### config.mk
export PLATFORM = sky130hd
export DESIGN_NAME = decode_stage_top
export DESIGN_NICKNAME = d
export VERILOG_FILES = /design/src/rtl/rv_dec_pkg.sv /design/src/rtl/fetch_queue.sv /design/src/rtl/instr_decode.sv /design/src/rtl/register_file.sv /design/src/rtl/decode_stage_top.sv
export SDC_FILE = /design/constraint.sdc
export NUM_CORES = 2
export LEC_CHECK = 0
export BUFFER_PORTS_ARGS = -buffer_cell sky130_fd_sc_hd__buf_2
export CAP_MARGIN = 20
export CORE_MARGIN = 1.5
export CORE_UTILIZATION = 60
export DETAILED_ROUTE_END_ITERATION = 6
export PLACE_DENSITY = 0.75
export SETUP_SLACK_MARGIN = 0.4
export SLEW_MARGIN = 15
export SYNTH_ARGS = -nofsm -noshare
export SYNTH_HDL_FRONTEND = slang
export SYNTH_SLANG_ARGS = --single-unit
### constraint.sdc
create_clock -name clk -period 11.4 [get_ports clk]
set_clock_uncertainty 0.2 [all_clocks]
set_input_delay 2.28 -clock clk [delete_from_list [all_inputs] [get_ports clk]]
set_output_delay 2.28 -clock clk [all_outputs]
set_load 0.01 [all_outputs]
### src/rtl/rv_dec_pkg.sv
/* Shared widths, RV32I major opcodes, instruction word views,
   decode enumerations and the immediate generator */
package rv_dec_pkg;

  localparam int XLEN     = 32;
  localparam int REG_AW   = 5;
  localparam int FQ_DEPTH = 4;
  localparam int FQ_AW    = $clog2(FQ_DEPTH);

  // Major opcodes, bits [6:0]
  localparam logic [6:0] OPC_OP_IMM   = 7'b0010011;
  localparam logic [6:0] OPC_LUI      = 7'b0110111;
  localparam logic [6:0] OPC_AUIPC    = 7'b0010111;
  localparam logic [6:0] OPC_OP       = 7'b0110011;
  localparam logic [6:0] OPC_JAL      = 7'b1101111;
  localparam logic [6:0] OPC_JALR     = 7'b1100111;
  localparam logic [6:0] OPC_BRANCH   = 7'b1100011;
  localparam logic [6:0] OPC_LOAD     = 7'b0000011;
  localparam logic [6:0] OPC_STORE    = 7'b0100011;
  localparam logic [6:0] OPC_MISC_MEM = 7'b0001111;
  localparam logic [6:0] OPC_SYSTEM   = 7'b1110011;

  typedef struct packed {
    logic [6:0]        funct7;
    logic [REG_AW-1:0] rs2;
    logic [REG_AW-1:0] rs1;
    logic [2:0]        funct3;
    logic [REG_AW-1:0] rd;
    logic [6:0]        opcode;
  } r_type_t;

  typedef struct packed {
    logic [11:0]       imm12;
    logic [REG_AW-1:0] rs1;
    logic [2:0]        funct3;
    logic [REG_AW-1:0] rd;
    logic [6:0]        opcode;
  } i_type_t;

  // Same 32-bit word, two field layouts
  typedef union packed {
    r_type_t r;
    i_type_t i;
  } instr_u;

  typedef enum logic [1:0] {
    SRC_ZERO,
    SRC_REG,
    SRC_IMM,
    SRC_PC
  } op_src_e;

  typedef enum logic [1:0] {
    LSU_NONE,
    LSU_LOAD,
    LSU_STORE
  } lsu_op_e;

  typedef enum logic [2:0] {
    IMM_I,
    IMM_S,
    IMM_B,
    IMM_U,
    IMM_J
  } imm_fmt_e;

  // Sign-extended immediate for the given encoding format
  function automatic logic [XLEN-1:0] gen_imm(input logic [XLEN-1:0] word,
                                              input imm_fmt_e fmt);
    logic [XLEN-1:0] imm;
    case (fmt)
      IMM_I: imm = {{20{word[31]}}, word[31:20]};
      IMM_S: imm = {{20{word[31]}}, word[31:25], word[11:7]};
      IMM_B: imm = {{19{word[31]}}, word[31], word[7], word[30:25], word[11:8], 1'b0};
      IMM_U: imm = {word[31:12], 12'b0};
      IMM_J: imm = {{11{word[31]}}, word[31], word[19:12], word[20], word[30:21], 1'b0};
      default: imm = '0;
    endcase
    return imm;
  endfunction

endpackage

### src/rtl/fetch_queue.sv
/* Four-entry instruction word FIFO with valid/ready on both sides and flush */
`timescale 1ns/1ns

module fetch_queue (
  input  logic               clk,
  input  logic               rst_n_i,
  input  logic               push_valid_i,
  input  rv_dec_pkg::instr_u push_instr_i,
  output logic               push_ready_o,
  input  logic               flush_i,
  input  logic               pop_i,
  output logic               head_valid_o,
  output rv_dec_pkg::instr_u head_instr_o
);

  rv_dec_pkg::instr_u                 mem [rv_dec_pkg::FQ_DEPTH];
  logic [rv_dec_pkg::FQ_AW-1:0]       wr_ptr_q;
  logic [rv_dec_pkg::FQ_AW-1:0]       rd_ptr_q;
  logic [rv_dec_pkg::FQ_AW:0]         count_q;
  logic                               do_push;
  logic                               do_pop;

  assign push_ready_o = (count_q != rv_dec_pkg::FQ_DEPTH);
  assign head_valid_o = (count_q != '0);
  assign head_instr_o = mem[rd_ptr_q];

  // Flush wins over both sides in the same cycle
  assign do_push = push_valid_i && push_ready_o && !flush_i;
  assign do_pop  = pop_i && head_valid_o && !flush_i;

  always_ff @(posedge clk) begin
    if (do_push) begin
      mem[wr_ptr_q] <= push_instr_i;
    end
  end

  always_ff @(posedge clk or negedge rst_n_i) begin
    if (!rst_n_i) begin
      wr_ptr_q <= '0;
      rd_ptr_q <= '0;
      count_q  <= '0;
    end else if (flush_i) begin
      wr_ptr_q <= '0;
      rd_ptr_q <= '0;
      count_q  <= '0;
    end else begin
      if (do_push) begin
        wr_ptr_q <= wr_ptr_q + 1'b1;
      end
      if (do_pop) begin
        rd_ptr_q <= rd_ptr_q + 1'b1;
      end
      case ({do_push, do_pop})
        2'b10:   count_q <= count_q + 1'b1;
        2'b01:   count_q <= count_q - 1'b1;
        default: count_q <= count_q;
      endcase
    end
  end

  // The decoder only pops a word that is there
  a_no_pop_empty: assert property (@(posedge clk) disable iff (!rst_n_i)
    pop_i |-> head_valid_o)
    else $error("pop from empty fetch queue");

endmodule

### src/rtl/instr_decode.sv
/* Registered RV32I decoder: control fields, immediate, pc tracking,
   illegal opcode flag, stall and jump handling */
`timescale 1ns/1ns

module instr_decode (
  input  logic                                clk,
  input  logic                                rst_n_i,
  input  logic                                head_valid_i,
  input  rv_dec_pkg::instr_u                  head_instr_i,
  input  logic                                jump_i,
  input  logic [rv_dec_pkg::XLEN-1:0]         pc_jump_i,
  input  logic [rv_dec_pkg::XLEN-1:0]         pc_reset_i,
  input  logic                                id_ready_i,
  output logic                                pop_o,
  output logic                                id_valid_o,
  output logic [rv_dec_pkg::XLEN-1:0]         pc_o,
  output logic [rv_dec_pkg::REG_AW-1:0]       rd_addr_o,
  output logic [rv_dec_pkg::REG_AW-1:0]       rs1_addr_o,
  output logic [rv_dec_pkg::REG_AW-1:0]       rs2_addr_o,
  output logic [rv_dec_pkg::XLEN-1:0]         imm_o,
  output logic [2:0]                          funct3_o,
  output logic                                alt_op_o,
  output rv_dec_pkg::op_src_e                 rs1_src_o,
  output rv_dec_pkg::op_src_e                 rs2_src_o,
  output logic                                we_rd_o,
  output rv_dec_pkg::lsu_op_e                 lsu_op_o,
  output logic                                jump_o,
  output logic                                branch_o,
  output logic                                illegal_o
);

  logic [rv_dec_pkg::XLEN-1:0] word;
  logic [rv_dec_pkg::XLEN-1:0] imm_d;
  logic [2:0]                  funct3_d;
  logic                        alt_op_d;
  rv_dec_pkg::op_src_e         rs1_src_d;
  rv_dec_pkg::op_src_e         rs2_src_d;
  logic                        we_rd_d;
  rv_dec_pkg::lsu_op_e         lsu_op_d;
  logic                        jump_d;
  logic                        branch_d;
  logic                        illegal_d;
  logic                        is_shift;
  logic [rv_dec_pkg::XLEN-1:0] pc_next_q;
  logic                        pc_init_q;
  logic [rv_dec_pkg::XLEN-1:0] pc_sel;

  assign word     = head_instr_i;
  // SLLI/SRLI/SRAI carry funct7 in the upper immediate bits
  assign is_shift = (head_instr_i.i.funct3 == 3'b001) || (head_instr_i.i.funct3 == 3'b101);

  always_comb begin
    imm_d     = '0;
    funct3_d  = 3'b000;
    alt_op_d  = 1'b0;
    rs1_src_d = rv_dec_pkg::SRC_ZERO;
    rs2_src_d = rv_dec_pkg::SRC_ZERO;
    we_rd_d   = 1'b0;
    lsu_op_d  = rv_dec_pkg::LSU_NONE;
    jump_d    = 1'b0;
    branch_d  = 1'b0;
    illegal_d = 1'b0;
    case (head_instr_i.r.opcode)
      rv_dec_pkg::OPC_OP_IMM: begin
        funct3_d  = head_instr_i.i.funct3;
        rs1_src_d = rv_dec_pkg::SRC_REG;
        rs2_src_d = rv_dec_pkg::SRC_IMM;
        imm_d     = rv_dec_pkg::gen_imm(word, rv_dec_pkg::IMM_I);
        alt_op_d  = is_shift && head_instr_i.r.funct7[5];
        we_rd_d   = 1'b1;
      end
      rv_dec_pkg::OPC_LUI, rv_dec_pkg::OPC_AUIPC: begin
        rs1_src_d = (head_instr_i.r.opcode == rv_dec_pkg::OPC_LUI) ?
                    rv_dec_pkg::SRC_ZERO : rv_dec_pkg::SRC_PC;
        rs2_src_d = rv_dec_pkg::SRC_IMM;
        imm_d     = rv_dec_pkg::gen_imm(word, rv_dec_pkg::IMM_U);
        we_rd_d   = 1'b1;
      end
      rv_dec_pkg::OPC_OP: begin
        funct3_d  = head_instr_i.r.funct3;
        rs1_src_d = rv_dec_pkg::SRC_REG;
        rs2_src_d = rv_dec_pkg::SRC_REG;
        alt_op_d  = head_instr_i.r.funct7[5];
        we_rd_d   = 1'b1;
      end
      rv_dec_pkg::OPC_JAL: begin
        jump_d    = 1'b1;
        rs1_src_d = rv_dec_pkg::SRC_PC;
        rs2_src_d = rv_dec_pkg::SRC_IMM;
        imm_d     = rv_dec_pkg::gen_imm(word, rv_dec_pkg::IMM_J);
        we_rd_d   = 1'b1;
      end
      rv_dec_pkg::OPC_JALR: begin
        jump_d    = 1'b1;
        rs1_src_d = rv_dec_pkg::SRC_REG;
        rs2_src_d = rv_dec_pkg::SRC_IMM;
        imm_d     = rv_dec_pkg::gen_imm(word, rv_dec_pkg::IMM_I);
        we_rd_d   = 1'b1;
      end
      rv_dec_pkg::OPC_BRANCH: begin
        branch_d  = 1'b1;
        funct3_d  = head_instr_i.r.funct3;
        rs1_src_d = rv_dec_pkg::SRC_REG;
        rs2_src_d = rv_dec_pkg::SRC_REG;
        imm_d     = rv_dec_pkg::gen_imm(word, rv_dec_pkg::IMM_B);
      end
      // funct3 carries the access width for loads and stores
      rv_dec_pkg::OPC_LOAD: begin
        lsu_op_d  = rv_dec_pkg::LSU_LOAD;
        funct3_d  = head_instr_i.i.funct3;
        rs1_src_d = rv_dec_pkg::SRC_REG;
        rs2_src_d = rv_dec_pkg::SRC_IMM;
        imm_d     = rv_dec_pkg::gen_imm(word, rv_dec_pkg::IMM_I);
        we_rd_d   = 1'b1;
      end
      rv_dec_pkg::OPC_STORE: begin
        lsu_op_d  = rv_dec_pkg::LSU_STORE;
        funct3_d  = head_instr_i.r.funct3;
        rs1_src_d = rv_dec_pkg::SRC_REG;
        rs2_src_d = rv_dec_pkg::SRC_IMM;
        imm_d     = rv_dec_pkg::gen_imm(word, rv_dec_pkg::IMM_S);
      end
      rv_dec_pkg::OPC_MISC_MEM: begin
        funct3_d = 3'b000;
      end
      rv_dec_pkg::OPC_SYSTEM: begin
        // CSR address rides in the I immediate
        imm_d = rv_dec_pkg::gen_imm(word, rv_dec_pkg::IMM_I);
        if (head_instr_i.i.funct3 != 3'b000) begin
          rs1_src_d = rv_dec_pkg::SRC_REG;
          we_rd_d   = (head_instr_i.i.rd != '0);
        end
      end
      default: begin
        illegal_d = 1'b1;
      end
    endcase
  end

  assign pop_o  = head_valid_i && (!id_valid_o || id_ready_i) && !jump_i;
  assign pc_sel = pc_init_q ? pc_reset_i : pc_next_q;

  always_ff @(posedge clk or negedge rst_n_i) begin
    if (!rst_n_i) begin
      id_valid_o <= 1'b0;
      we_rd_o    <= 1'b0;
      lsu_op_o   <= rv_dec_pkg::LSU_NONE;
      jump_o     <= 1'b0;
      branch_o   <= 1'b0;
      illegal_o  <= 1'b0;
      pc_init_q  <= 1'b1;
      pc_next_q  <= '0;
    end else if (jump_i) begin
      id_valid_o <= 1'b0;
      pc_init_q  <= 1'b0;
      pc_next_q  <= pc_jump_i;
    end else if (pop_o) begin
      id_valid_o <= 1'b1;
      we_rd_o    <= we_rd_d;
      lsu_op_o   <= lsu_op_d;
      jump_o     <= jump_d;
      branch_o   <= branch_d;
      illegal_o  <= illegal_d;
      pc_init_q  <= 1'b0;
      pc_next_q  <= pc_sel + rv_dec_pkg::XLEN'(4);
    end else if (id_ready_i) begin
      id_valid_o <= 1'b0;
    end
  end

  always_ff @(posedge clk) begin
    if (pop_o) begin
      pc_o       <= pc_sel;
      rd_addr_o  <= head_instr_i.i.rd;
      rs1_addr_o <= head_instr_i.i.rs1;
      rs2_addr_o <= head_instr_i.r.rs2;
      imm_o      <= imm_d;
      funct3_o   <= funct3_d;
      alt_op_o   <= alt_op_d;
      rs1_src_o  <= rs1_src_d;
      rs2_src_o  <= rs2_src_d;
    end
  end

  // Back-pressure holds the presented instruction
  a_stall_stable: assert property (@(posedge clk) disable iff (!rst_n_i)
    id_valid_o && !id_ready_i && !jump_i |=>
      id_valid_o && $stable({pc_o, rd_addr_o, rs1_addr_o, rs2_addr_o, imm_o, funct3_o,
                             alt_op_o, rs1_src_o, rs2_src_o, we_rd_o, lsu_op_o,
                             jump_o, branch_o, illegal_o}))
    else $error("decode outputs changed under back-pressure");

endmodule

### src/rtl/register_file.sv
/* 32 x 32-bit register file, two registered read ports, one write port */
`timescale 1ns/1ns

module register_file (
  input  logic                          clk,
  input  logic                          rst_n_i,
  input  logic [rv_dec_pkg::REG_AW-1:0] rs1_addr_i,
  input  logic [rv_dec_pkg::REG_AW-1:0] rs2_addr_i,
  input  logic                          re_i,
  input  logic                          we_i,
  input  logic [rv_dec_pkg::REG_AW-1:0] rd_addr_i,
  input  logic [rv_dec_pkg::XLEN-1:0]   rd_data_i,
  output logic [rv_dec_pkg::XLEN-1:0]   rs1_data_o,
  output logic [rv_dec_pkg::XLEN-1:0]   rs2_data_o
);

  // x0 has no storage
  logic [rv_dec_pkg::XLEN-1:0] regs [1:31];
  logic                        wr_en;

  assign wr_en = we_i && (rd_addr_i != '0);

  always_ff @(posedge clk) begin
    if (wr_en) begin
      regs[rd_addr_i] <= rd_data_i;
    end
  end

  // Same-edge write to a read address is forwarded
  always_ff @(posedge clk or negedge rst_n_i) begin
    if (!rst_n_i) begin
      rs1_data_o <= '0;
      rs2_data_o <= '0;
    end else if (re_i) begin
      rs1_data_o <= (rs1_addr_i == '0) ? '0 :
                    (wr_en && rd_addr_i == rs1_addr_i) ? rd_data_i : regs[rs1_addr_i];
      rs2_data_o <= (rs2_addr_i == '0) ? '0 :
                    (wr_en && rd_addr_i == rs2_addr_i) ? rd_data_i : regs[rs2_addr_i];
    end
  end

  // A value written to x1..x31 comes back on the next read
  a_read_back: assert property (@(posedge clk) disable iff (!rst_n_i)
    re_i && !wr_en && $past(wr_en) && (rs1_addr_i == $past(rd_addr_i)) |=>
      rs1_data_o == $past(rd_data_i, 2))
    else $error("register read did not return the last written value");

endmodule

### src/rtl/decode_stage_top.sv
/* Decode stage top: fetch queue, decoder and register file */
`timescale 1ns/1ns

module decode_stage_top (
  input  logic                          clk,
  input  logic                          rst_n_i,
  input  logic                          fetch_valid_i,
  input  logic [rv_dec_pkg::XLEN-1:0]   fetch_instr_i,
  output logic                          fetch_ready_o,
  input  logic                          jump_i,
  input  logic [rv_dec_pkg::XLEN-1:0]   pc_jump_i,
  input  logic [rv_dec_pkg::XLEN-1:0]   pc_reset_i,
  input  logic                          wb_we_i,
  input  logic [rv_dec_pkg::REG_AW-1:0] wb_rd_addr_i,
  input  logic [rv_dec_pkg::XLEN-1:0]   wb_rd_data_i,
  input  logic                          id_ready_i,
  output logic                          id_valid_o,
  output logic [rv_dec_pkg::XLEN-1:0]   pc_o,
  output logic [rv_dec_pkg::REG_AW-1:0] rd_addr_o,
  output logic [rv_dec_pkg::REG_AW-1:0] rs1_addr_o,
  output logic [rv_dec_pkg::REG_AW-1:0] rs2_addr_o,
  output logic [rv_dec_pkg::XLEN-1:0]   imm_o,
  output logic [2:0]                    funct3_o,
  output logic                          alt_op_o,
  output rv_dec_pkg::op_src_e           rs1_src_o,
  output rv_dec_pkg::op_src_e           rs2_src_o,
  output logic                          we_rd_o,
  output rv_dec_pkg::lsu_op_e           lsu_op_o,
  output logic                          jump_o,
  output logic                          branch_o,
  output logic                          illegal_o,
  output logic [rv_dec_pkg::XLEN-1:0]   rs1_data_o,
  output logic [rv_dec_pkg::XLEN-1:0]   rs2_data_o
);

  logic               head_valid;
  rv_dec_pkg::instr_u head_instr;
  logic               pop;

  fetch_queue i_fetch_queue (
    .clk          (clk),
    .rst_n_i      (rst_n_i),
    .push_valid_i (fetch_valid_i),
    .push_instr_i (fetch_instr_i),
    .push_ready_o (fetch_ready_o),
    .flush_i      (jump_i),
    .pop_i        (pop),
    .head_valid_o (head_valid),
    .head_instr_o (head_instr)
  );

  instr_decode i_instr_decode (
    .clk          (clk),
    .rst_n_i      (rst_n_i),
    .head_valid_i (head_valid),
    .head_instr_i (head_instr),
    .jump_i       (jump_i),
    .pc_jump_i    (pc_jump_i),
    .pc_reset_i   (pc_reset_i),
    .id_ready_i   (id_ready_i),
    .pop_o        (pop),
    .id_valid_o   (id_valid_o),
    .pc_o         (pc_o),
    .rd_addr_o    (rd_addr_o),
    .rs1_addr_o   (rs1_addr_o),
    .rs2_addr_o   (rs2_addr_o),
    .imm_o        (imm_o),
    .funct3_o     (funct3_o),
    .alt_op_o     (alt_op_o),
    .rs1_src_o    (rs1_src_o),
    .rs2_src_o    (rs2_src_o),
    .we_rd_o      (we_rd_o),
    .lsu_op_o     (lsu_op_o),
    .jump_o       (jump_o),
    .branch_o     (branch_o),
    .illegal_o    (illegal_o)
  );

  // Operands are read from the head word in the pop cycle
  register_file i_register_file (
    .clk        (clk),
    .rst_n_i    (rst_n_i),
    .rs1_addr_i (head_instr.r.rs1),
    .rs2_addr_i (head_instr.r.rs2),
    .re_i       (pop),
    .we_i       (wb_we_i),
    .rd_addr_i  (wb_rd_addr_i),
    .rd_data_i  (wb_rd_data_i),
    .rs1_data_o (rs1_data_o),
    .rs2_data_o (rs2_data_o)
  );

endmodule

==> results.sh <==
export IMPL_synth_top_family_by_area="multiplexers"
export IMPL_placementRows=117
export IMPL_power_density_nw_per_um2=249
export IMPL_netlist_instances=4825
export IMPL_critPathTopFamily="buffers and inverters"
export IMPL_final_common_cell="edfxtp_1"
export IMPL_numCtsBuffers=137
export IMPL_yosysWarnings=0
export IMPL_syn_nets=4970
export IMPL_p_int_uw=10400
export IMPL_finalMaxSlewViolations=0
export IMPL_p_sw_uw=6680
export IMPL_dp_cells=6226
export IMPL_synth_top_cell_by_area="edfxtp_1"
export IMPL_synth_cell_type_count=74
export IMPL_core_sq_um=102000
export IMPL_post_cts_resize_count=0
export IMPL_dieArea_sq_um=105000
export IMPL_total_power_uw=17100
export IMPL_nets=5143
export IMPL_hold_class="flop to flop"
export IMPL_tightest_slew_ps=1210
export IMPL_place_hpwl_microns=112000
export IMPL_fillers=7186
export IMPL_drt_wl_total_microns=198000
export IMPL_io_pins=298
export IMPL_area_delta_synth_final_pct=10.9
export IMPL_synthAdderAreaFrac_pct=0.134
export IMPL_wire_per_inst_microns=30.6
export IMPL_grt_util_all_layers_pct=37.8
export IMPL_grt_pass1_vias=43800
export IMPL_io_buffers=297
export IMPL_crit_path_end_kind="flop"
export IMPL_cp_slowest_cell="inv_1"
export IMPL_layout_setup_ws_ps=5800
export IMPL_cp_arrival_ps=6070
export IMPL_ys_flop_type="edfxtp_1"
export IMPL_crit_type="input pin to flop"
export IMPL_p_leak_uw=0.0250
export IMPL_p_sw_share_pct=39.2
export IMPL_antenna_found_initial=20
export IMPL_syn_cell_area_sq_um=61700
export IMPL_postSynthRegisterBits=1318
export IMPL_status="complete, no violations"
export IMPL_first_pass_iters=6
export IMPL_p_comb_share_pct=40.6
export IMPL_fin_cells=6481
export IMPL_grt_pass1_wl_microns=285000
export IMPL_synth_simple_area_share_pct=11.5
export IMPL_crit_top_cell="buf_4"
export IMPL_path_buf_inv=5
export IMPL_gp_congestion=0.885
export IMPL_max_cap_violations=0
export IMPL_avgSynthCellArea_sq_um=12.8
export IMPL_via_count=45000
export IMPL_cts_root_buf="clkbuf_16"
export IMPL_cp_required_ps=11860
export IMPL_vdd_ir_drop_max_uv=224
export IMPL_die_y_microns=324
export IMPL_min_period_over_period_pct=49.2
export IMPL_die_w_microns=324
export IMPL_synthXorXnorAreaFrac_pct=0.554
export IMPL_synth_compound_area_share_pct=8.92
export IMPL_ys_seq_area_share_pct=63.3
export IMPL_cts_sinks=1318
export IMPL_power_frac_seq_pct=34.6
export IMPL_preCtsSetupSlack_ps=5140
export IMPL_clock_path_buffers=3
export IMPL_worstPathCellList="buf_2 > buf_4 > inv_1 > nand2_4 > inv_4 > o31a_1 > nand2_2 > buf_4 > or4_1 > o21ai_1"
export IMPL_cp_start_kind="input pin"
export IMPL_cts_setup_buffers=0
export IMPL_route_detailed_drc=0
export IMPL_cts_tree="built"
export IMPL_synth_top_area_share_pct=58.8
export IMPL_fin_crit_ps=5600
export IMPL_start_util_pct=60.5
export IMPL_p_clk_share_pct=24.8
export IMPL_rsz0062_at_grt="no"
export IMPL_insertion_delay_ps=750
export IMPL_synth_edff_count=1207
export IMPL_ff_latch_area_sq_um=39000
export IMPL_setup_tns_ps=0
export IMPL_hold_buffers=0
export IMPL_ff2ff_setup_slack_ps=5900
export IMPL_synth_mux_area_share_pct=12.5
export IMPL_viasPerCell=6.94
export IMPL_cp_max_fo=52
export IMPL_hold_viol_final=0
export IMPL_grt_max_degree=162
export IMPL_setup_viol_count_final=0
export IMPL_grt_ovfl_total=0
export IMPL_async_reset_ff_share_pct=8.42
export IMPL_clk_pin_slew_ps=60
export IMPL_multi_input_area_sq_um=21100
export IMPL_drtAntennaViolNets=0
export IMPL_clock_fmax_ghz=0.178
export IMPL_maxSlewHeadroom_pct=19.1
export IMPL_drive_above_1_share_pct=16.0
export IMPL_drt_iter0_markers=7217
export IMPL_max_stage_delay_ps=630
export IMPL_htreeDepth=4
export IMPL_most_common_layout_cells="edfxtp_1 (1207), nand2_1 (963), mux2i_1 (509)"
export IMPL_synth_area_top_cells="edfxtp_1 (59%), mux2i_1 (8.3%), nand2_1 (5.9%)"
## power groups by stage
stage / Combinational, uW / Clock [uW] / Sequential, uW
after floorplan: 4540 / 0 / 5970
after global placement: 6570 / 0 / 5980
after detailed placement: 6680 / 0 / 5980
after CTS: 6710 / 4250 / 5890
after global routing: 7230 / 4440 / 5910
final: 6920 / 4240 / 5900
## synthesized netlist by cell type, drive strengths merged (5+ instances only)
cell type  instances
and2               5
nor2b             93
a21oi            160
xnor2             31
nand4              7
dfrtp            110
xor2               8
a31oi            130
nor4              45
a22oi             31
clkbuf           169
or4               18
a21o               5
a311oi            14
nand3            195
nor2             110
a211oi            86
and3              67
buf              190
nand2            974
nor3              33
nand3b            11
o21a              20
o41ai             28
mux4              86
o21ai             89
o211ai            18
mux2              59
mux2i            509
a22o              35
o22ai            155
edfxtp          1207
ha                 5
a32oi              5
o221ai            17
or3               31
inv               24
## worst reg2reg max path, cell delays in order (launching register included)
cell and delay [ps]:
dfrtp_2 350, buf_4 520, mux2i_1 260, mux2_8 490, inv_16 450, buf_4 990, buf_4 780, a211oi_1 210
a31oi_1 340, o22ai_1 140, or3_1 360, o41ai_2 300
## per-layer routing
layer  GRT usage, %  share of wire [%]  wire (microns)
met1           50.4                 35           69500
met2           57.3                 45           89900
met3           10.7                 14           28500
met4           18.7                5.3           10400
met5              0              0.044              88
## through the flow
step	utilization [%]	instance area [sq um]	hold WS, ps
finish	67.2	68400	282
global route	67.2	68400	317
CTS	67.1	68400	282
detailed placement	63.0	64200	265
global placement	63.0	64200	263
floorplan	-	61700	307
## layout make-up
cell class,count,share of cell area (%)
tap,1368,2.50
sequential,1318,57.0
clock buffer,200,5.72
timing repair buffer,393,3.27
inverter,28,0.225
multi-input combinational,3120,30.8
clock inverter,39,0.386
antenna,15,0.0548
## flip-flops by register name, summed over array words and instances (netlist names), 2 cells and up
register                    flops
i_instr_decode.rs2_src_o        2
i_fetch_queue.count_q           3
i_instr_decode.rs1_addr_o       5
i_instr_decode.rd_addr_o        5
i_register_file.rs1_data_o     32
i_instr_decode.imm_o           32
i_instr_decode.rs2_addr_o       5
i_register_file.rs2_data_o     32
i_instr_decode.pc_next_q       32
i_fetch_queue.wr_ptr_q          2
i_instr_decode.pc_o            32
i_fetch_queue.mem             128
i_fetch_queue.rd_ptr_q          2
i_instr_decode.lsu_op_o         2
i_register_file.regs          992
i_instr_decode.funct3_o         3
i_instr_decode.rs1_src_o        2
## cell families (layout without fill, tap and decap cells)
logic type / after synthesis / after routing
and+or+nand+nor: 1603 / 1603
xor gates and xnor gates: 39 / 39
other: 0 / 15
buffers and inverters: 387 / 660
adders and majority gates: 6 / 6
AOI/OAI and AO/OA: 818 / 818
muxes: 654 / 654
DFF: 1318 / 1318
## final timing paths
check / startpoint / to / depth (start not counted)
setup / recovery: jump_i / i_register_file.rs2_data_o[28] / 10
max in group asynchronous: rst_n_i / i_register_file.rs1_data_o[13] / 2
setup reg to reg: i_fetch_queue.rd_ptr_q[1] / i_register_file.rs2_data_o[12] / 11
hold / removal: i_instr_decode.we_rd_o / i_instr_decode.we_rd_o / 2
min in group asynchronous: rst_n_i / i_instr_decode.branch_o / 1
hold reg to reg: i_instr_decode.we_rd_o / i_instr_decode.we_rd_o / 2
No activity file was read; power rests on OpenSTA's default activity.
